$ cat src/include/console_defs.svh
`ifndef CONSOLE_DEFS_SVH
`define CONSOLE_DEFS_SVH

// screen geometry in characters
`define CON_COLS    16
`define CON_ROWS    8

// text banks, each bank owns every CON_LANES-th column
`define CON_LANES   4
`define CON_SLOTS   (`CON_COLS / `CON_LANES)   // columns held per bank

// apb byte offsets
`define REG_DATA    4'h0    // byte stream into the parser
`define REG_STATUS  4'h4
`define REG_RDADDR  4'h8    // logical row in 6:4, column in 3:0
`define REG_RDDATA  4'hC

`endif

$ cat src/design/consolePkg.sv
package consolePkg;

    typedef logic [7:0] charT;
    typedef logic [2:0] rowT;
    typedef logic [3:0] colT;
    typedef logic [1:0] slotT;   // column position inside one bank
    typedef logic [1:0] laneT;   // bank index

    // parser states
    typedef enum logic [2:0] {
        psClear,    // sweeping rows with spaces
        psIdle,
        psEsc,      // got ESC
        psCsi,      // got ESC [
        psCsi2      // got ESC [ 2
    } parseStateT;

    // read back through the STATUS register, 8 bits
    typedef struct packed {
        logic busy;
        rowT  cursorRow;
        colT  cursorCol;
    } statusT;

endpackage

$ cat src/design/textBankIf.sv
`timescale 1ns/100ps

interface textBankIf import consolePkg::*; ();

    // write side, owned by the parser
    logic we;
    logic clr;      // fill the whole of wrRow with spaces
    rowT  wrRow;
    slotT wrSlot;
    charT wrData;

    // read side
    rowT  rdRow;
    slotT rdSlot;
    charT rdData;   // registered, one cycle behind rdRow and rdSlot

    modport writer (output we, clr, wrRow, wrSlot, wrData);
    modport reader (output rdRow, rdSlot, input rdData);
    modport bank (
        input  we, clr, wrRow, wrSlot, wrData, rdRow, rdSlot,
        output rdData
    );

endinterface

$ cat src/design/apbConsoleRegs.sv
`timescale 1ns/100ps
`include "console_defs.svh"

module apbConsoleRegs import consolePkg::*; (
    input  logic        clk,
    input  logic        reset,
    input  logic [3:0]  paddr,
    input  logic        psel,
    input  logic        penable,
    input  logic        pwrite,
    input  logic [31:0] pwdata,
    output logic [31:0] prdata,
    output logic        pready,
    output logic        pslverr,
    output logic        byteValid,
    output charT        byteData,
    input  logic        byteReady,
    input  statusT      status,
    output rowT         rdRow,
    output colT         rdCol,
    input  charT        rdData
);

    logic live;        // high from the first cycle out of reset
    logic access;      // apb access phase
    logic waitDone;    // rddata read already spent its wait cycle

    assign access  = live && psel && penable;
    assign pslverr = 1'b0;

    always_ff @(posedge clk) begin
        if (reset) begin
            live <= 1'b0;
        end else begin
            live <= 1'b1;
        end
    end

    // bank read is registered, so rddata needs one extra access cycle
    always_ff @(posedge clk) begin
        if (reset) begin
            waitDone <= 1'b0;
        end else if (access && !pwrite && paddr == `REG_RDDATA) begin
            waitDone <= !waitDone;
        end else begin
            waitDone <= 1'b0;
        end
    end

    always_comb begin
        pready = 1'b0;
        if (access) begin
            if (pwrite && paddr == `REG_DATA) begin
                pready = byteReady;     // held off while the parser clears
            end else if (!pwrite && paddr == `REG_RDDATA) begin
                pready = waitDone;
            end else begin
                pready = 1'b1;
            end
        end
    end

    assign byteValid = access && pwrite && (paddr == `REG_DATA);
    assign byteData  = pwdata[7:0];

    // read address for the cell port
    always_ff @(posedge clk) begin
        if (reset) begin
            rdRow <= '0;
            rdCol <= '0;
        end else if (access && pwrite && paddr == `REG_RDADDR) begin
            rdRow <= pwdata[6:4];
            rdCol <= pwdata[3:0];
        end
    end

    always_comb begin
        case (paddr)
            `REG_STATUS: prdata = {24'h0, status};
            `REG_RDADDR: prdata = {25'h0, rdRow, rdCol};
            `REG_RDDATA: prdata = {24'h0, rdData};
            default:     prdata = 32'h0;    // DATA and holes read as zero
        endcase
    end

    // access phase only ever follows a setup cycle
    apbSetupFirst: assert property (@(posedge clk) disable iff (reset)
        $rose(penable) |-> $past(psel));

endmodule

$ cat src/design/rowReader.sv
`timescale 1ns/100ps
`include "console_defs.svh"

module rowReader import consolePkg::*; (
    input  logic       clk,
    input  rowT        topRow,
    input  rowT        rdRow,
    input  colT        rdCol,
    output charT       rdData,
    textBankIf.reader  lanes [`CON_LANES]
);

    rowT  physRow;
    slotT rdSlot;
    laneT rdLane;
    laneT laneQ;                    // matches the registered bank read
    charT bankData [`CON_LANES];

    // logical row 0 sits at topRow after scrolling
    assign physRow = rowT'((rdRow + topRow) % `CON_ROWS);
    assign rdSlot  = slotT'(rdCol / `CON_LANES);
    assign rdLane  = laneT'(rdCol % `CON_LANES);

    // every bank looks up the same row and slot
    for (genvar i = 0; i < `CON_LANES; i++) begin : gLane
        assign lanes[i].rdRow  = physRow;
        assign lanes[i].rdSlot = rdSlot;
        assign bankData[i]     = lanes[i].rdData;
    end

    always_ff @(posedge clk) begin
        laneQ <= rdLane;
    end

    assign rdData = bankData[laneQ];

endmodule

$ cat src/design/textBank.sv
`timescale 1ns/100ps
`include "console_defs.svh"

module textBank import consolePkg::*; (
    input logic      clk,
    textBankIf.bank  bank
);

    // one lane's columns for every physical row
    charT mem [`CON_ROWS][`CON_SLOTS];

    always_ff @(posedge clk) begin
        if (bank.clr) begin
            for (int s = 0; s < `CON_SLOTS; s++) begin
                mem[bank.wrRow][s] <= 8'h20;
            end
        end else if (bank.we) begin
            mem[bank.wrRow][bank.wrSlot] <= bank.wrData;
        end
    end

    // registered read port
    always_ff @(posedge clk) begin
        bank.rdData <= mem[bank.rdRow][bank.rdSlot];
    end

    // the parser never writes a cell and clears a row in the same cycle
    noWriteDuringClear: assert property (@(posedge clk)
        !(bank.we === 1'b1 && bank.clr === 1'b1));

endmodule

$ cat src/design/textConsole.sv
`timescale 1ns/100ps
`include "console_defs.svh"

module textConsole import consolePkg::*; (
    input  logic        clk,
    input  logic        reset,
    input  logic [3:0]  paddr,
    input  logic        psel,
    input  logic        penable,
    input  logic        pwrite,
    input  logic [31:0] pwdata,
    output logic [31:0] prdata,
    output logic        pready,
    output logic        pslverr
);

    logic   byteValid;
    charT   byteData;
    logic   byteReady;
    statusT status;
    rowT    topRow;
    rowT    rdRow;
    colT    rdCol;
    charT   rdData;

    textBankIf bankBus [`CON_LANES] ();

    apbConsoleRegs regs0 (
        .clk,
        .reset,
        .paddr,
        .psel,
        .penable,
        .pwrite,
        .pwdata,
        .prdata,
        .pready,
        .pslverr,
        .byteValid,
        .byteData,
        .byteReady,
        .status,
        .rdRow,
        .rdCol,
        .rdData
    );

    vt100Parser parser0 (
        .clk,
        .reset,
        .byteValid,
        .byteData,
        .byteReady,
        .status,
        .topRow,
        .lanes(bankBus)
    );

    // column-interleaved storage, lane i holds columns i, i+4, ...
    for (genvar i = 0; i < `CON_LANES; i++) begin : gBank
        textBank bank0 (
            .clk,
            .bank(bankBus[i])
        );
    end

    rowReader reader0 (
        .clk,
        .topRow,
        .rdRow,
        .rdCol,
        .rdData,
        .lanes(bankBus)
    );

endmodule

$ cat src/design/vt100Parser.sv
`timescale 1ns/100ps
`include "console_defs.svh"

module vt100Parser import consolePkg::*; (
    input  logic       clk,
    input  logic       reset,
    input  logic       byteValid,
    input  charT       byteData,
    output logic       byteReady,
    output statusT     status,
    output rowT        topRow,
    textBankIf.writer  lanes [`CON_LANES]
);

    localparam charT chBs  = 8'h08;
    localparam charT chLf  = 8'h0A;
    localparam charT chCr  = 8'h0D;
    localparam charT chEsc = 8'h1B;

    parseStateT state;
    rowT  cursorRow;
    colT  cursorCol;
    rowT  clrRow;           // sweep position in psClear
    logic scrollPending;    // wrap on bottom row, row clear follows next cycle

    logic accept;
    logic printable;
    logic onBottom;
    logic atLastCol;
    logic doWrite;
    logic lfScroll;
    logic clrEn;
    rowT  clrSel;
    rowT  nextTop;
    rowT  writeRow;
    laneT writeLane;
    slotT writeSlot;

    assign byteReady = (state != psClear) && !scrollPending;
    assign accept    = byteValid && byteReady;
    assign printable = (byteData >= 8'h20) && (byteData <= 8'h7E);
    assign onBottom  = (cursorRow == rowT'(`CON_ROWS - 1));
    assign atLastCol = (cursorCol == colT'(`CON_COLS - 1));
    assign doWrite   = accept && (state == psIdle) && printable;
    assign lfScroll  = accept && (state == psIdle) && (byteData == chLf) && onBottom;

    assign nextTop   = rowT'((topRow + 1) % `CON_ROWS);
    assign writeRow  = rowT'((cursorRow + topRow) % `CON_ROWS);
    assign writeLane = laneT'(cursorCol % `CON_LANES);
    assign writeSlot = slotT'(cursorCol / `CON_LANES);

    // pick the row being blanked, at most one source per cycle
    always_comb begin
        clrEn  = 1'b1;
        clrSel = topRow;    // lf scroll: old top row becomes the new bottom
        if (state == psClear) begin
            clrSel = clrRow;
        end else if (scrollPending) begin
            clrSel = rowT'((topRow + `CON_ROWS - 1) % `CON_ROWS);
        end else if (!lfScroll) begin
            clrEn = 1'b0;
        end
    end

    for (genvar i = 0; i < `CON_LANES; i++) begin : gLane
        assign lanes[i].we     = doWrite && (writeLane == laneT'(i));
        assign lanes[i].clr    = clrEn;     // all banks blank their part of the row
        assign lanes[i].wrRow  = clrEn ? clrSel : writeRow;
        assign lanes[i].wrSlot = writeSlot;
        assign lanes[i].wrData = byteData;
    end

    always_ff @(posedge clk) begin
        if (reset) begin
            state         <= psClear;
            clrRow        <= '0;
            cursorRow     <= '0;
            cursorCol     <= '0;
            topRow        <= '0;
            scrollPending <= 1'b0;
        end else begin
            scrollPending <= 1'b0;
            if (state == psClear) begin
                clrRow <= rowT'(clrRow + 1'b1);
                if (clrRow == rowT'(`CON_ROWS - 1)) begin
                    state <= psIdle;
                end
            end else if (accept) begin
                case (state)
                    psIdle: begin
                        if (printable) begin
                            if (atLastCol) begin
                                cursorCol <= '0;
                                if (onBottom) begin
                                    topRow        <= nextTop;
                                    scrollPending <= 1'b1;
                                end else begin
                                    cursorRow <= rowT'(cursorRow + 1'b1);
                                end
                            end else begin
                                cursorCol <= colT'(cursorCol + 1'b1);
                            end
                        end else begin
                            case (byteData)
                                chCr: cursorCol <= '0;
                                chBs: begin
                                    if (cursorCol != '0) begin
                                        cursorCol <= colT'(cursorCol - 1'b1);
                                    end
                                end
                                chLf: begin
                                    if (onBottom) begin
                                        topRow <= nextTop;  // row cleared this cycle
                                    end else begin
                                        cursorRow <= rowT'(cursorRow + 1'b1);
                                    end
                                end
                                chEsc: state <= psEsc;
                                default: ;                  // other controls ignored
                            endcase
                        end
                    end
                    psEsc: state <= (byteData == "[") ? psCsi : psIdle;
                    psCsi: begin
                        state <= psIdle;
                        if (byteData == "H") begin
                            cursorRow <= '0;
                            cursorCol <= '0;
                        end else if (byteData == "2") begin
                            state <= psCsi2;
                        end
                    end
                    psCsi2: begin
                        state <= psIdle;
                        if (byteData == "J") begin
                            // full clear, back to a fresh screen
                            cursorRow <= '0;
                            cursorCol <= '0;
                            topRow    <= '0;
                            clrRow    <= '0;
                            state     <= psClear;
                        end
                    end
                    default: state <= psIdle;
                endcase
            end
        end
    end

    assign status = '{busy: (state == psClear), cursorRow: cursorRow, cursorCol: cursorCol};

    cursorInRange: assert property (@(posedge clk) disable iff (reset)
        int'(cursorCol) < `CON_COLS);

    // a clear sweep keeps busy up for exactly one cycle per row
    clearLength: assert property (@(posedge clk) disable iff (reset)
        $rose(status.busy) |-> status.busy [* `CON_ROWS] ##1 !status.busy);

endmodule

$ cat config.mk
export PLATFORM = sky130hd
export DESIGN_NAME = textConsole
export DESIGN_NICKNAME = d
export VERILOG_FILES = /design/src/design/consolePkg.sv /design/src/design/textBankIf.sv /design/src/design/apbConsoleRegs.sv /design/src/design/rowReader.sv /design/src/design/textBank.sv /design/src/design/textConsole.sv /design/src/design/vt100Parser.sv
export VERILOG_INCLUDE_DIRS = /design/src /design/src/include
export SDC_FILE = /design/constraint.sdc
export NUM_CORES = 1
export LEC_CHECK = 0
export BUFFER_PORTS_ARGS = -buffer_cell sky130_fd_sc_hd__buf_2
export CAP_MARGIN = 20
export CORE_UTILIZATION = 50
export DETAILED_ROUTE_END_ITERATION = 7
export PLACE_DENSITY = 0.69
export SLEW_MARGIN = 15
export SYNTH_ARGS = -nofsm -noshare
export SYNTH_HDL_FRONTEND = slang
export SYNTH_SLANG_ARGS = --single-unit
$ cat constraint.sdc
create_clock -name clk -period 5.4 [get_ports clk]
set_input_delay 0 -clock clk [delete_from_list [all_inputs] [get_ports clk]]
set_output_delay 0 -clock clk [all_outputs]
set_load 0.05 [all_outputs]
# --- Yosys cells after proc, flatten, opt, wreduce, memory -nomap -nowiden ---
# Memories as Yosys holds them, arrays and structs flattened.
# Index checks and enable logic that the tools add are counted.
word_totals:
  mem_bits_rw: 1024
  in_bits: 41
  n_memories: 4
  ff_bits: 60
memory_table:
  columns: ["memory", "words", "word_bits", "rd", "rd_ports_with_merged_regs", "wr", "line", "text"]
  rows:
  - ["gBank[0].bank0.mem", 8, 32, 1, 0, 1, "textBank.sv:10", "charT mem [`CON_ROWS][`CON_SLOTS];"]
  - ["gBank[1].bank0.mem", 8, 32, 1, 0, 1, "textBank.sv:10", null]
  - ["gBank[2].bank0.mem", 8, 32, 1, 0, 1, "textBank.sv:10", null]
  - ["gBank[3].bank0.mem", 8, 32, 1, 0, 1, "textBank.sv:10", null]
op_classes:
  reduce_logical: 41
  eq_ne: 30
  muxes: 203
  n_lt_le_gt_ge: 6
  bitwise: 137
  add_sub_neg: 9
op_table:
  columns: ["cell", "n"]
  rows:
  - ["2-to-1 mux 1 bit", 147]
  - ["2-to-1 mux 32 bit", 4]
  - ["bitwise OR 1 bit", 128]
  - ["2-to-1 mux 8 bit", 11]
  - ["binary-select mux 8 bit (select 2 bit)", 5]
  - ["2-to-1 mux 3 bit", 23]
  - ["== test 8 x 4 -> 1 bit (second input constant)", 3]
  - ["== test 8 x 7 -> 1 bit (second input constant)", 3]
  - ["one-hot mux 8 bit (3 select lines)", 1]
  - ["logical AND 1 bit", 21]
  - ["2-to-1 mux 4 bit", 5]
  - ["demux 8 bit (select 2 bit)", 1]
  - ["AND reduction 7 bit", 2]
  - ["adder 3 x 1 -> 3 bit (second input constant)", 4]
  - ["== test 4 bit (second input constant)", 3]
  - ["one-hot mux 3 bit (4 select lines)", 1]
  - ["one-hot mux 4 bit (3 select lines)", 1]
  - ["== test 3 bit (second input constant)", 3]
  - [">= comparator 3 bit (second input constant)", 3]
  - ["inequality test 3 bit (second input constant)", 3]
  - ["NOT 2 -> 3 bit", 3]
  - ["one-hot mux 3 bit (3 select lines)", 1]
  - ["== test 8 x 5 -> 1 bit (second input constant)", 1]
  - ["== test 8 x 6 -> 1 bit (second input constant)", 1]
  - ["other kinds (31)", 48]

# --- Depth between registers and ports, before layout ---
# Gate-level depths: netlist of run 1.
logic_depth:
  word_depth: 14
  ltp_mapped: 10
  ltp_nobuf: 7

# --- Hierarchy ---
# A second synthesis of run 1 with hierarchy kept.
hier_totals:
  hier_cells: 2191
  area_unflattened_um2: 44286.2
modules_own_cells:
  columns: ["module", "seq_area_each_um2", "cells_per_inst", "instances", "area_per_inst_um2"]
  rows:
  - ["textBank (gBank[1].bank0 ...)", 7847.5, 454, 3, 10282.4]
  - ["textBank (gBank[0].bank0)", 7847.5, 454, 1, 10301.1]
  - ["vt100Parser", 340.3, 236, 1, 1889.3]
  - ["apbConsoleRegs", 180.2, 107, 1, 828.3]
  - ["rowReader", 40.0, 32, 1, 420.4]

# --- Least setup slack after synthesis of run 1 ---
# OpenSTA, ideal clock, no wires.
synth_path:
  path_kind: "reg2reg"
  from: "register parser0.topRow[0]"
  to: "register gBank[0].bank0.bank.rdData[7]"
  path_stages_with_launch: 8
  slack_ps: 2377
  required_ps: 5279
  t_arrival_ps: 2903
  synth_period_minus_slack_ps: 3023
  n_path_buf: 1
  path_cell_list: "dfxtp_1 -> ha_1 -> fa_1 -> xor2_1 -> xnor2_2 -> buf_1 -> mux4_2 -> mux2_2"
synth_between:
  elab_chain_cells: 5
synth_lines:
  columns: ["item", "line", "text"]
  rows:
  - ["start, declared", "vt100Parser.sv:11", "output rowT topRow,"]
  - ["start signal, assigned", "vt100Parser.sv:95", "topRow <= nextTop;"]
  - ["start signal, assigned", "vt100Parser.sv:113", "topRow <= nextTop;"]
  - ["adder 3 bit", "rowReader.sv:20", "assign physRow = rowT'((rdRow + topRow) % `CON_ROWS);"]
  - ["memory read (8 x 32 bit)", null, null]
  - ["binary-select mux 8 bit (select 2 bit)", "textBank.sv:24", "bank.rdData <= mem[bank.rdRow][bank.rdSlot];"]
  - ["2-to-1 mux 8 bit (not written as such) (2 in a row)", "textBank.sv:24", null]
  - ["end signal, assigned", "textBank.sv:24", null]
  - ["end, declared", "textBankIf.sv:21", "output rdData"]
# No other way between the ends. The select of a mux whose other input is x is not followed.
# A chain may end at the register's enable or synchronous reset.

# --- Worst setup path after layout of run 1 ---
layout_path:
  from: "register parser0.state[1]"
  to: "memory gBank[2].bank0.mem[3][20] (netlist name), enable pin"
layout_between:
  elab_chain_cells: 12
  elab_cells_between_ends: 21
  classes_between: "eq/ne: 1; mux: 10; bitwise: 1; reduce/logical: 9"
layout_lines:
  columns: ["item", "line", "text"]
  rows:
  - ["start, declared", "vt100Parser.sv:20", "parseStateT state;"]
  - ["start signal, assigned", "vt100Parser.sv:75", "state <= psClear;"]
  - ["start signal, assigned", "vt100Parser.sv:86", "state <= psIdle;"]
  - ["start signal, assigned", "vt100Parser.sv:118", "chEsc: state <= psEsc;"]
  - ["nonzero test 3 bit", "vt100Parser.sv:39", "assign byteReady = (state != psClear) && !scrollPending;"]
  - ["logical AND 1 bit", "vt100Parser.sv:39", null]
  - ["logical AND 1 bit", "vt100Parser.sv:40", "assign accept = byteValid && byteReady;"]
  - ["logical AND 1 bit", "vt100Parser.sv:44, vt100Parser.sv:45", null]
  - ["logical AND 1 bit (2 in a row)", "vt100Parser.sv:45", "assign lfScroll = accept && (state == psIdle) && (byteData == chLf) && onBottom;"]
  - ["2-to-1 mux 1 bit", "vt100Parser.sv:60", "end else if (!lfScroll) begin"]
  - ["2-to-1 mux 1 bit", "vt100Parser.sv:58", "end else if (scrollPending) begin"]
  - ["2-to-1 mux 1 bit", "vt100Parser.sv:56", "if (state == psClear) begin"]
  - ["2-to-1 mux 1 bit", "textBank.sv:13", "if (bank.clr) begin"]
  - ["2-to-1 mux 1 bit (not written as such) or 2-to-1 mux 32 bit (tied branches)", "textBank.sv:15, textBank.sv:18", null]
  - ["bitwise OR 1 bit (no source line)", null, null]
  - ["end, declared", "textBank.sv:10", null]
# Several ways; a longest one is shown, not always the timed one.

==> impl_metrics.csv, run 1 <==
group,metric,value,unit
status,status,"completed",
power_and_ir_drop,power.density,358.4,nW/um^2
worst_setup_path,worstPathArrival,4.36,ns
sta,maxSlewViolCount,0,
drt,vias,21080,
sta,timing.final.crit_period,4.109,ns
global_routing,grt_first_pass_wirelength,140.5,mm
placement,dp_hpwl,60.89,mm
sta,tightest_slew,1.144,ns
drt,vias_per_cell,5.930,
logic_synthesis,synth_top_area_share,70.40,%
logic_synthesis,syn_area,43680,um^2
drt,first_iter_violations,2272,
logic_synthesis,async_reset_ff_share,0,%
sta,post-route-period-util,76.09,%
worst_setup_path,path_class,"flip-flop to flip-flop",
floorplan,boundaryPins,75,
logic_synthesis,synth.most_common_cell,"edfxtp_1",
min_path,hp-class,"input pin to flip-flop",
sta,finalWorstSetupSlack,1.291,ns
final_layout,drive_gt1_share,26.19,%
global_routing,grt_max_degree,67,
drt,drcViolationCount,0,
drt,drtAntennaViolNets,0,
sta,max_freq,243.4,MHz
sta,slew_headroom,23.73,%
clock_tree,cts_made_buffers,107,
logic_synthesis,synth_cells,2118,
clock_tree,clockBufferDepth,3,
global_routing,grtUsageTotal,21.66,%
floorplan,initial_core_util,50.43,%
job,cap_viol_max_count,0,
global_routing,grt_pass1_vias,21240,
sta,setup_viol,0,
global_routing,busiest_layer,"met2",
floorplan,die_h,297.6,um
clock_tree,clock-sinks,1084,
clock_tree,cts_tree,"built",
drt,wire_per_inst,26.48,um
clock_tree,clk_latency,0.66,ns
sta,final-hold-violation-count,0,
worst_setup_path,cp-start-kind,"flip-flop",
global_routing,overflow,0,
placement,port_buffers,25,
floorplan,die-area,88550,um^2
placement,placed_area,45800,um^2
global_routing,grt_use_met3,4.397,%
floorplan,fp-row-count,108,
global_routing,antenna_found_initial,6,
drt,dr.pass1.iters,5,
global_routing,gr-usage-met2,33.31,%
logic_synthesis,synthTopCellsByArea,"edfxtp_1 70%, mux4_2 17%, dfxtp_1 2.7%",
power_and_ir_drop,power,0.01767,W
logic_synthesis,synthTopCellsByCount,"1,024 x edfxtp_1, 328 x mux4_2, 159 x nor2_1",
drt,wirelength,94.14,mm
final_layout,stdcell_area,49300,um^2
floorplan,die_x,297.6,um
sta,skew,0.03640,ns
worst_setup_path,worst_setup_path_end_kind,"flip-flop",
worst_setup_path,worstPathMaxFanout,19,
logic_synthesis,synth_area_leader_cell,"edfxtp_1",
logic_synthesis,ys_types,66,
power_and_ir_drop,peakVddDrop,268.3,uV
power_and_ir_drop,p_leak,15.96,nW
logic_synthesis,synth_enable_flop_cells,1024,
logic_synthesis,synth_seq_cells,1084,
placement,dp_slack,1.400,ns
logic_synthesis,synth_ff_type,"edfxtp_1",
clock_tree,clk_pin_slew,0.06,ns
logic_synthesis,synth_area_per_cell,20.62,um^2
floorplan,core_area,86620,um^2
logic_synthesis,yosysSeqAreaShare,73.15,%
placement,globalplace.congestion,0.8158,
global_routing,grt_use_met1,32.06,%
final_layout,final_nets,2369,
clock_tree,cts-root-buf,"clkbuf_16",
worst_setup_path,cp.required,5.65,ns
logic_synthesis,yosysWarningCount,0,
clock_tree,cts_resized,0,
sta,rsz0062_at_grt,"no",
clock_tree,h-tree-depth,3,
final_layout,synthToLayoutAreaGrowth,12.88,%
sta,setup_tns,0,ns
-- path summary, 6_finish.rpt --
check	startpoint	to	slack, ns	cells past startpoint
min reg2reg	regs0.rdCol[1]$_SDFFE_PP0P_	reader0.laneQ[1]$_DFF_P_	0.37	0
min	pwdata[2]	regs0.rdCol[2]$_SDFFE_PP0P_	0.06	4
max	parser0.state[1]$_SDFFE_PP0P_	gBank[2].bank0.mem[3][20]$_DFFE_PP_	1.29	5
max reg2reg	parser0.state[1]$_SDFFE_PP0P_	gBank[2].bank0.mem[3][20]$_DFFE_PP_	1.29	5
-- worst max-delay path: stages (launching register included) --
cell and delay, ns:
dfxtp_1 0.66, nor3_1 0.13, or4_2 1.09, nor4_4 0.73, nor2_1 0.33, nor2_1 0.75
-- timing repair --
item | 4_1_cts | 5_1_grt
hold endpoints to repair | 17 | 0
hold buffers | 11 | 0
setup buffers | 0 | 0
-- registers in the layout, summed over array words and instances, names as in the netlist --
| name | count |
|---|---|
| parser0.cursorRow | 3 |
| regs0.waitDone | 1 |
| regs0.rdRow | 3 |
| gBank.bank0.mem | 1024 |
| parser0.state | 3 |
| parser0.clrRow | 3 |
| parser0.cursorCol | 4 |
| parser0.scrollPending | 1 |
| reader0.laneQ | 2 |
| parser0.topRow | 3 |
| regs0.rdCol | 4 |
| gBank.bank0.bank.rdData | 32 |
| regs0.live | 1 |
-- routing by layer --
metal | wire (um) | up-vias
li1 | - | 8896
met1 | 38520 | 11040
met2 | 44260 | 999
met3 | 9247 | 139
met4 | 2084 | 4
met5 | 27 | -
-- stage by stage --
| step | util, % | cells | hold WS [ns] |
|---|---|---|---|
| 3_5_place_dp | 52.87 | 3348 | 0.3105 |
| 3_3_place_gp | 52.87 | 3348 | 0.3081 |
| 5_1_grt | 56.92 | 3553 | 0.06171 |
| 2_1_floorplan | - | 2270 | 0.1605 |
| 4_1_cts | 56.92 | 3553 | 0.02696 |
| 6_report | 56.92 | 3555 | 0.06491 |
-- cell usage in the layout (no fill, tap or decap), types with 12 or more instances in the layout --
cell	Yosys	layout
conb_1	1	153
nor3_1	20	20
nor2_1	159	159
o21ai_0	17	17
nor4_4	16	16
mux2_2	33	33
mux4_2	328	328
inv_1	18	18
nand2b_1	22	21
and2_1	100	100
edfxtp_1	1024	1024
clkinv_1	1	27
nand2_1	31	31
ha_1	13	12
mux2i_1	20	13
nand3_1	13	13
clkinv_2	0	19
clkbuf_16	0	110
buf_2	16	25
buf_12	0	16
clkbuf_1	71	21
buf_4	26	26
dfxtp_1	60	58
-- layout make-up --
type | count | area [um^2]
diodes | 2 | 5.005
flip-flops and latches | 1084 | 31960
repair buffers | 78 | 750.7
clock buffers | 131 | 2831
multi-input cells | 1023 | 11690
inverters | 19 | 71.32
clock inverters | 63 | 559.3
fillers | 6240 | 37310
well taps | 1155 | 1445
-- logic make-up after synthesis --
group,share of synthesized area (%)
AO/OA/AOI/OAI,0.9797
XOR/XNOR,0.1576
adder cells (fa/ha/maj),0.4640
buffers and inverters,1.713
flip-flops,73.15
multiplexers,18.25
other,0.008585
AND/OR/NAND/NOR,5.279
-- where the power goes --
group	internal (W)	switching [W]	leakage [nW]
logic	0.000297	0.000563	4.23
clock network	0.00418	0.00302	1.65
registers	0.00952	0.0000942	10.1
total	0.0140	0.00367	16.0
No activity file was read; power rests on OpenSTA's default activity.
==> run 2: changes to the inputs <==
==> constraint.sdc (replaced) <==
create_clock -name clk -period 4.05 [get_ports clk]
set_input_delay 0 -clock clk [delete_from_list [all_inputs] [get_ports clk]]
set_output_delay 0 -clock clk [all_outputs]
set_load 0.05 [all_outputs]
==> impl_metrics.csv, run 2 (synthesis gave the netlist of run 1 again) <==
group,metric,value,unit
final_layout,final_common_cell,"edfxtp_1",
sta,whs,0.07150,ns
worst_setup_path,worstPathCellList,"nor3_1 -> or4_2 -> buf_4 -> nor4_4 -> nor2_2 -> nor2_1 -> buf_4",
placement,port_buffers,25,
sta,finalWorstSetupSlack,0.4526,ns
sta,tightest_slew,0.9987,ns
drt,drcViolationCount,0,
sta,timing.final.crit_period,3.597,ns
clock_tree,h-tree-depth,3,
worst_setup_path,cp.depth,7,
worst_setup_path,worst_setup_path_end_kind,"flip-flop",
floorplan,boundaryPins,75,
min_path,min-delay-start,"pwdata[1]",
drt,first_iter_violations,2177,
sta,rsz0062_at_grt,"no",
clock_tree,clk_pin_slew,0.07,ns
clock_tree,clockBufferDepth,3,
floorplan,core_area,86620,um^2
status,status,"completed",
worst_setup_path,r2r_slack,0.45,ns
worst_setup_path,path_buf_inv,2,
power_and_ir_drop,p_leak,16.67,nW
power_and_ir_drop,pwr-share-seq,53.5,%
power_and_ir_drop,clkPwrFrac,41.2,%
floorplan,die_x,297.6,um
placement,dp_hpwl,62.56,mm
worst_setup_path,crit_top_cell,"buf_4",
sta,final-hold-violation-count,0,
floorplan,die-area,88550,um^2
sta,setup_viol,0,
worst_setup_path,worstPathArrival,3.96,ns
power_and_ir_drop,peakVddDrop,313.4,uV
power_and_ir_drop,power.density,475.7,nW/um^2
final_layout,final_nets,2494,
final_layout,n_fill_cell,6187,
min_path,holdPathStages,4,
min_path,whs_endpoint,"regs0.rdCol[1]$_SDFFE_PP0P_",
worst_setup_path,cp-start-kind,"flip-flop",
worst_setup_path,critical_path.reg2reg.endpoint,"gBank[2].bank0.mem[0][8]$_DFFE_PP_",
drt,vias_per_cell,5.796,
placement,globalplace.congestion,0.8500,
floorplan,initial_core_util,50.43,%
final_layout,largest_register_ffs,1024,
worst_setup_path,cpLargestDelayFamily,"simple AND/OR/NAND/NOR gates",
final_layout,top_regs,"gBank.bank0.mem x1024, gBank.bank0.bank.rdData x32",
drt,wire_per_inst,26.18,um
drt,wirelength,96.54,mm
drt,vias,21370,
global_routing,overflow,0,
clock_tree,clk_latency,0.67,ns
sta,maxSlewViolCount,0,
final_layout,largest-register,"gBank.bank0.mem",
min_path,hp-class,"input pin to flip-flop",
global_routing,grt_max_degree,53,
worst_setup_path,crit_path_top_delay_cell,"or4_2",
floorplan,fp-row-count,108,
final_layout,drive_gt1_share,30.55,%
worst_setup_path,worstPathMaxFanout,15,
final_layout,synthToLayoutAreaGrowth,15.28,%
floorplan,die_h,297.6,um
clock_tree,cts_made_buffers,106,
worst_setup_path,crit_path_max_incr_delay,1.02,ns
job,cap_viol_max_count,0,
worst_setup_path,r2r.worst_path.cells,7,
drt,dr.pass1.iters,5,
global_routing,grt_pass1_vias,21920,
clock_tree,post_cts.repair.setup_buffers,0,
sta,slew_headroom,33.18,%
power_and_ir_drop,comb_power_share,5.3,%
worst_setup_path,reg2reg_from,"parser0.state[0]$_SDFFE_PP0P_",
sta,post-route-period-util,88.82,%
clock_tree,cts_resized,0,
sta,setup_tns,0,ns
placement,dp_slack,0.4587,ns
worst_setup_path,cp.required,4.41,ns
clock_tree,ctsHoldBuffers,10,
sta,max_freq,278.0,MHz
final_layout,final_cell_mix,"1,024 x edfxtp_1, 328 x mux4_2, 159 x nor2_1",
global_routing,antenna_found_initial,6,
clock_tree,cts-root-buf,"clkbuf_16",
global_routing,grt_first_pass_wirelength,144.2,mm
power_and_ir_drop,p_switching,0.005048,W
sta,skew,0.02613,ns
worst_setup_path,path_class,"flip-flop to flip-flop",
clock_tree,cts_tree,"built",
global_routing,grtUsageTotal,22.30,%
clock_tree,clock-sinks,1084,
drt,drtAntennaViolNets,0,
power_and_ir_drop,intPower,0.01890,W
power_and_ir_drop,sw_frac_of_total,21.08,%
## run 2: worst register-to-register path, stage by stage (launching register included)
cell	delay (ns)
dfxtp_1	0.56
nor3_1	0.13
or4_2	1.02
buf_4	0.30
nor4_4	0.55
nor2_2	0.17
nor2_1	0.35
buf_4	0.23
## run 2: layout make-up
| cell class | instances | area (um^2) | share of cell area [%] |
|---|---|---|---|
| antenna | 2 | 5.005 | 0.009939 |
| multi-input combinational | 1023 | 11690 | 23.21 |
| inverter | 19 | 71.32 | 0.1416 |
| timing repair buffer | 204 | 1669 | 3.315 |
| clock inverter | 73 | 665.6 | 1.322 |
| tap | 1155 | 1445 | 2.870 |
| clock buffer | 127 | 2858 | 5.675 |
| sequential | 1084 | 31960 | 63.46 |
## run 2: metrics by stage
stage | utilization, % | std cells | instance area (um^2) | total power [W]
finish | 58.14 | 3687 | 50360 | 0.02395
detailed placement | 53.95 | 3475 | 46730 | 0.01432
CTS | 58.13 | 3685 | 50350 | 0.02407
floorplan | - | 2270 | 44250 | 0.01372
global route | 58.13 | 3685 | 50350 | 0.02460
global placement | 53.95 | 3475 | 46730 | 0.01427
## run 2: per-layer routing
metal	wire length [um]	up-vias	share of wire (%)	global-route usage [%]
li1	-	9146	-	-
met1	39430	11120	41	32.56
met2	46720	966	48	35.07
met3	8382	136	8.7	3.973
met4	1997	2	2.1	5.707
met5	13	-	0.013	0
## run 2: power by group through the flow
| stage | Clock (W) | Sequential (W) | Combinational [W] |
|---|---|---|---|
| 2_1_floorplan | 0 | 0.0130 | 0.000734 |
| 3_3_place_gp | 0 | 0.0130 | 0.00125 |
| 3_5_place_dp | 0 | 0.0131 | 0.00127 |
| 4_1_cts | 0.00997 | 0.0128 | 0.00128 |
| 5_1_grt | 0.0104 | 0.0128 | 0.00134 |
| 6_report | 0.00986 | 0.0128 | 0.00128 |
## run 2: how the worst max path moves through the flow
| stage | to | slack (ns) | start |
|---|---|---|---|
| floorplan | gBank[0].bank0.bank.rdData[7]$_DFF_P_ | 1.03 | parser0.topRow[0]$_SDFFE_PP0P_ |
| global placement | gBank[2].bank0.mem[1][10]$_DFFE_PP_ | 0.57 | paddr[1] |
| detailed placement | gBank[2].bank0.mem[0][10]$_DFFE_PP_ | 0.46 | paddr[1] |
| CTS | gBank[2].bank0.mem[0][8]$_DFFE_PP_ | 0.47 | parser0.state[0]$_SDFFE_PP0P_ |
| global route | gBank[2].bank0.mem[3][17]$_DFFE_PP_ | 0.22 | parser0.state[0]$_SDFFE_PP0P_ |
| finish | gBank[2].bank0.mem[0][8]$_DFFE_PP_ | 0.45 | parser0.state[0]$_SDFFE_PP0P_ |
==> run 3: changes to the inputs <==
--- a/config.mk
+++ b/config.mk
@@ -6,8 +6,9 @@
 export SDC_FILE = /design/constraint.sdc
 export NUM_CORES = 1
 export LEC_CHECK = 0
+export ABC_AREA = 1
 export BUFFER_PORTS_ARGS = -buffer_cell sky130_fd_sc_hd__buf_2
-export CAP_MARGIN = 20
+export CAP_MARGIN = 15
 export CORE_UTILIZATION = 50
 export DETAILED_ROUTE_END_ITERATION = 7
 export PLACE_DENSITY = 0.69
==> impl_metrics.csv, run 3 <==
group,metric,value,unit
status,status,"completed",
job,cap_viol_max_count,0,
sta,slew_headroom,27.06,%
placement,globalplace.congestion,0.8630,
worst_setup_path,path_buf_inv,3,
sta,max_freq,287.9,MHz
global_routing,antenna_found_initial,0,
clock_tree,cts_tree,"built",
power_and_ir_drop,power.density,606.1,nW/um^2
final_layout,final_cell_mix,"1,411 x nand2_1, 1,024 x edfxtp_1, 368 x nand3_1",
sta,final-hold-violation-count,0,
clock_tree,h-tree-depth,3,
min_path,min-delay-start,"paddr[2]",
clock_tree,clk_latency,0.67,ns
final_layout,largest-register,"gBank.bank0.mem",
floorplan,fp-row-count,110,
placement,port_buffers,25,
global_routing,grt_max_degree,147,
final_layout,top_regs,"gBank.bank0.mem x1024, gBank.bank0.bank.rdData x32",
placement,dp_hpwl,65.23,mm
power_and_ir_drop,peakVddDrop,517.9,uV
logic_synthesis,synthTopCellsByCount,"1,412 x nand2_1, 1,024 x edfxtp_1, 368 x nand3_1",
sta,setup_viol,0,
worst_setup_path,crit_start,"parser0.state[0]$_SDFFE_PP0P_",
sta,timing.final.crit_period,3.473,ns
global_routing,gr-usage-met2,39.83,%
logic_synthesis,ys_types,47,
worst_setup_path,worstPathCellList,"nor2_2 -> a21oi_4 -> nand3_4 -> o21ai_4 -> inv_1 -> buf_4 -> nand2_1 -> inv_2 -> nor2_1",
clock_tree,clockBufferDepth,3,
clock_tree,post_cts.repair.setup_buffers,0,
final_layout,n_antenna_cell,0,
floorplan,core_area,90150,um^2
global_routing,overflow,0,
floorplan,die-area,92460,um^2
worst_setup_path,crit_path_top_delay_cell,"nor2_1",
sta,setup_tns,0,ns
clock_tree,clock-sinks,1084,
worst_setup_path,worstPathMaxFanout,12,
logic_synthesis,synth_cells,4179,
worst_setup_path,worstPathArrival,3.75,ns
logic_synthesis,synth_area_leader_cell,"edfxtp_1",
worst_setup_path,r2r_slack,0.58,ns
logic_synthesis,synth_enable_flop_cells,1024,
sta,rsz0062_at_grt,"no",
worst_setup_path,cpLargestDelayFamily,"simple AND/OR/NAND/NOR gates",
logic_synthesis,async_reset_ff_share,0,%
logic_synthesis,synth_area_per_cell,10.92,um^2
drt,first_iter_violations,2961,
worst_setup_path,cp.required,4.33,ns
worst_setup_path,crit_path_max_incr_delay,0.63,ns
logic_synthesis,synthTopCellsByArea,"edfxtp_1 67%, nand2_1 12%, nand3_1 4.0%",
global_routing,grtUsageTotal,24.60,%
drt,drtAntennaViolNets,0,
sta,tightest_slew,1.093,ns
final_layout,synthToLayoutAreaGrowth,13.14,%
floorplan,die_x,304.1,um
final_layout,fin_cells,5594,
logic_synthesis,synth_seq_cells,1084,
drt,dr.pass1.iters,6,
logic_synthesis,syn_area,45630,um^2
floorplan,die_h,304.1,um
floorplan,initial_core_util,50.61,%
logic_synthesis,yosysSeqAreaShare,70.03,%
global_routing,grt_pass1_vias,29230,
final_layout,drive_gt1_share,8.828,%
drt,vias,30840,
final_layout,final_nets,4378,
min_path,hp-class,"input pin to flip-flop",
worst_setup_path,cp-start-kind,"flip-flop",
global_routing,grt_use_met1,33.17,%
clock_tree,cts-root-buf,"clkbuf_16",
sta,skew,0.02498,ns
logic_synthesis,synth_ff_type,"edfxtp_1",
final_layout,largest_register_ffs,1024,
final_layout,final_common_cell,"nand2_1",
global_routing,grt_first_pass_wirelength,172.7,mm
logic_synthesis,synth_top_area_share,67.39,%
drt,drcViolationCount,0,
logic_synthesis,synth.most_common_cell,"nand2_1",
logic_synthesis,yosysWarningCount,0,
sta,post-route-period-util,85.76,%
sta,maxSlewViolCount,0,
clock_tree,clk_pin_slew,0.06,ns
worst_setup_path,reg2reg_from,"parser0.state[0]$_SDFFE_PP0P_",
worst_setup_path,worst_setup_path_end_kind,"flip-flop",
clock_tree,cts_made_buffers,108,
placement,dp_cells,5370,
drt,wirelength,114.2,mm
power_and_ir_drop,p_leak,19.43,nW
floorplan,boundaryPins,75,
drt,wire_per_inst,20.42,um
global_routing,busiest_layer,"met2",
drt,vias_per_cell,5.513,
global_routing,grt_use_met3,3.761,%
worst_setup_path,path_class,"flip-flop to flip-flop",
[run 3: changes by cell type after synthesis, sizes merged, moves of 130 or more]
cell / delta
o21ai: +198
nor2: +200
a21oi: +268
mux4: -328
nand2: +1392
nand3: +365
clkbuf: +130
[run 3: through the flow]
stage          hold slack (ns)  total power, W  worst slack (ns)  area [um^2]  util [%]
4_1_cts               0.005624         0.03133            0.6009        51620     57.26
2_1_floorplan           0.1898         0.01875             1.640        46200         -
5_1_grt                0.05853         0.03232            0.4755        51620     57.26
3_5_place_dp            0.3243         0.02120            0.6474        47750     52.97
3_3_place_gp            0.3244         0.02102            0.6852        47750     52.97
6_report               0.03923         0.03129            0.5767        51620     57.26
[run 3: worst register-to-register path, stage by stage, from the launching register on]
cell	delay, ns
dfxtp_1	0.44
nor2_2	0.12
a21oi_4	0.36
nand3_4	0.18
o21ai_4	0.25
inv_1	0.53
buf_4	0.40
nand2_1	0.09
inv_2	0.09
nor2_1	0.63
[run 3: worst paths after layout]
| path | depth (start not counted) | to |
|---|---|---|
| max | 9 | gBank[1].bank0.mem[4][18]$_DFFE_PP_ |
| min | 6 | regs0.rdCol[2]$_SDFFE_PP0P_ |
| max reg2reg | 9 | gBank[1].bank0.mem[4][18]$_DFFE_PP_ |
| min reg2reg | 0 | reader0.laneQ[0]$_DFF_P_ |
[run 3: final cells by class]
type	instances	area [um^2]
fillers	7214	38530
flip-flops and latches	1084	31950
multi-input cells	2903	12810
clock buffers	140	2988
well taps	1176	1471
repair buffers	152	1399
clock inverters	66	699.4
inverters	73	296.5
[run 3: power by group]
group | internal [W] | switching [W]
Clock | 0.00604 | 0.00420
Sequential | 0.0148 | 0.000475
Combinational | 0.00120 | 0.00455
Total | 0.0221 | 0.00923
[run 3: routing by layer]
layer	part of all wire, %	routed length, um
met1	41	46300
met2	47	53620
met3	8.2	9365
met4	4.3	4927
met5	0	0
[run 3: logic make-up after synthesis]
kind of cell	after synthesis	share of synthesized area, %
xor gates and xnor gates	9	0.1728
DFF	1084	70.03
adders and majority gates	15	0.4443
other	1	0.008219
buffers and inverters	344	3.198
and+or+nand+nor	2184	19.77
AOI/OAI and AO/OA	542	6.379
[run 3: timing repair]
action | 4_1_cts | 5_1_grt
endpoints found under the hold margin | 20 | 0
hold buffers | 18 | 0
gates resized for setup | 0 | 0
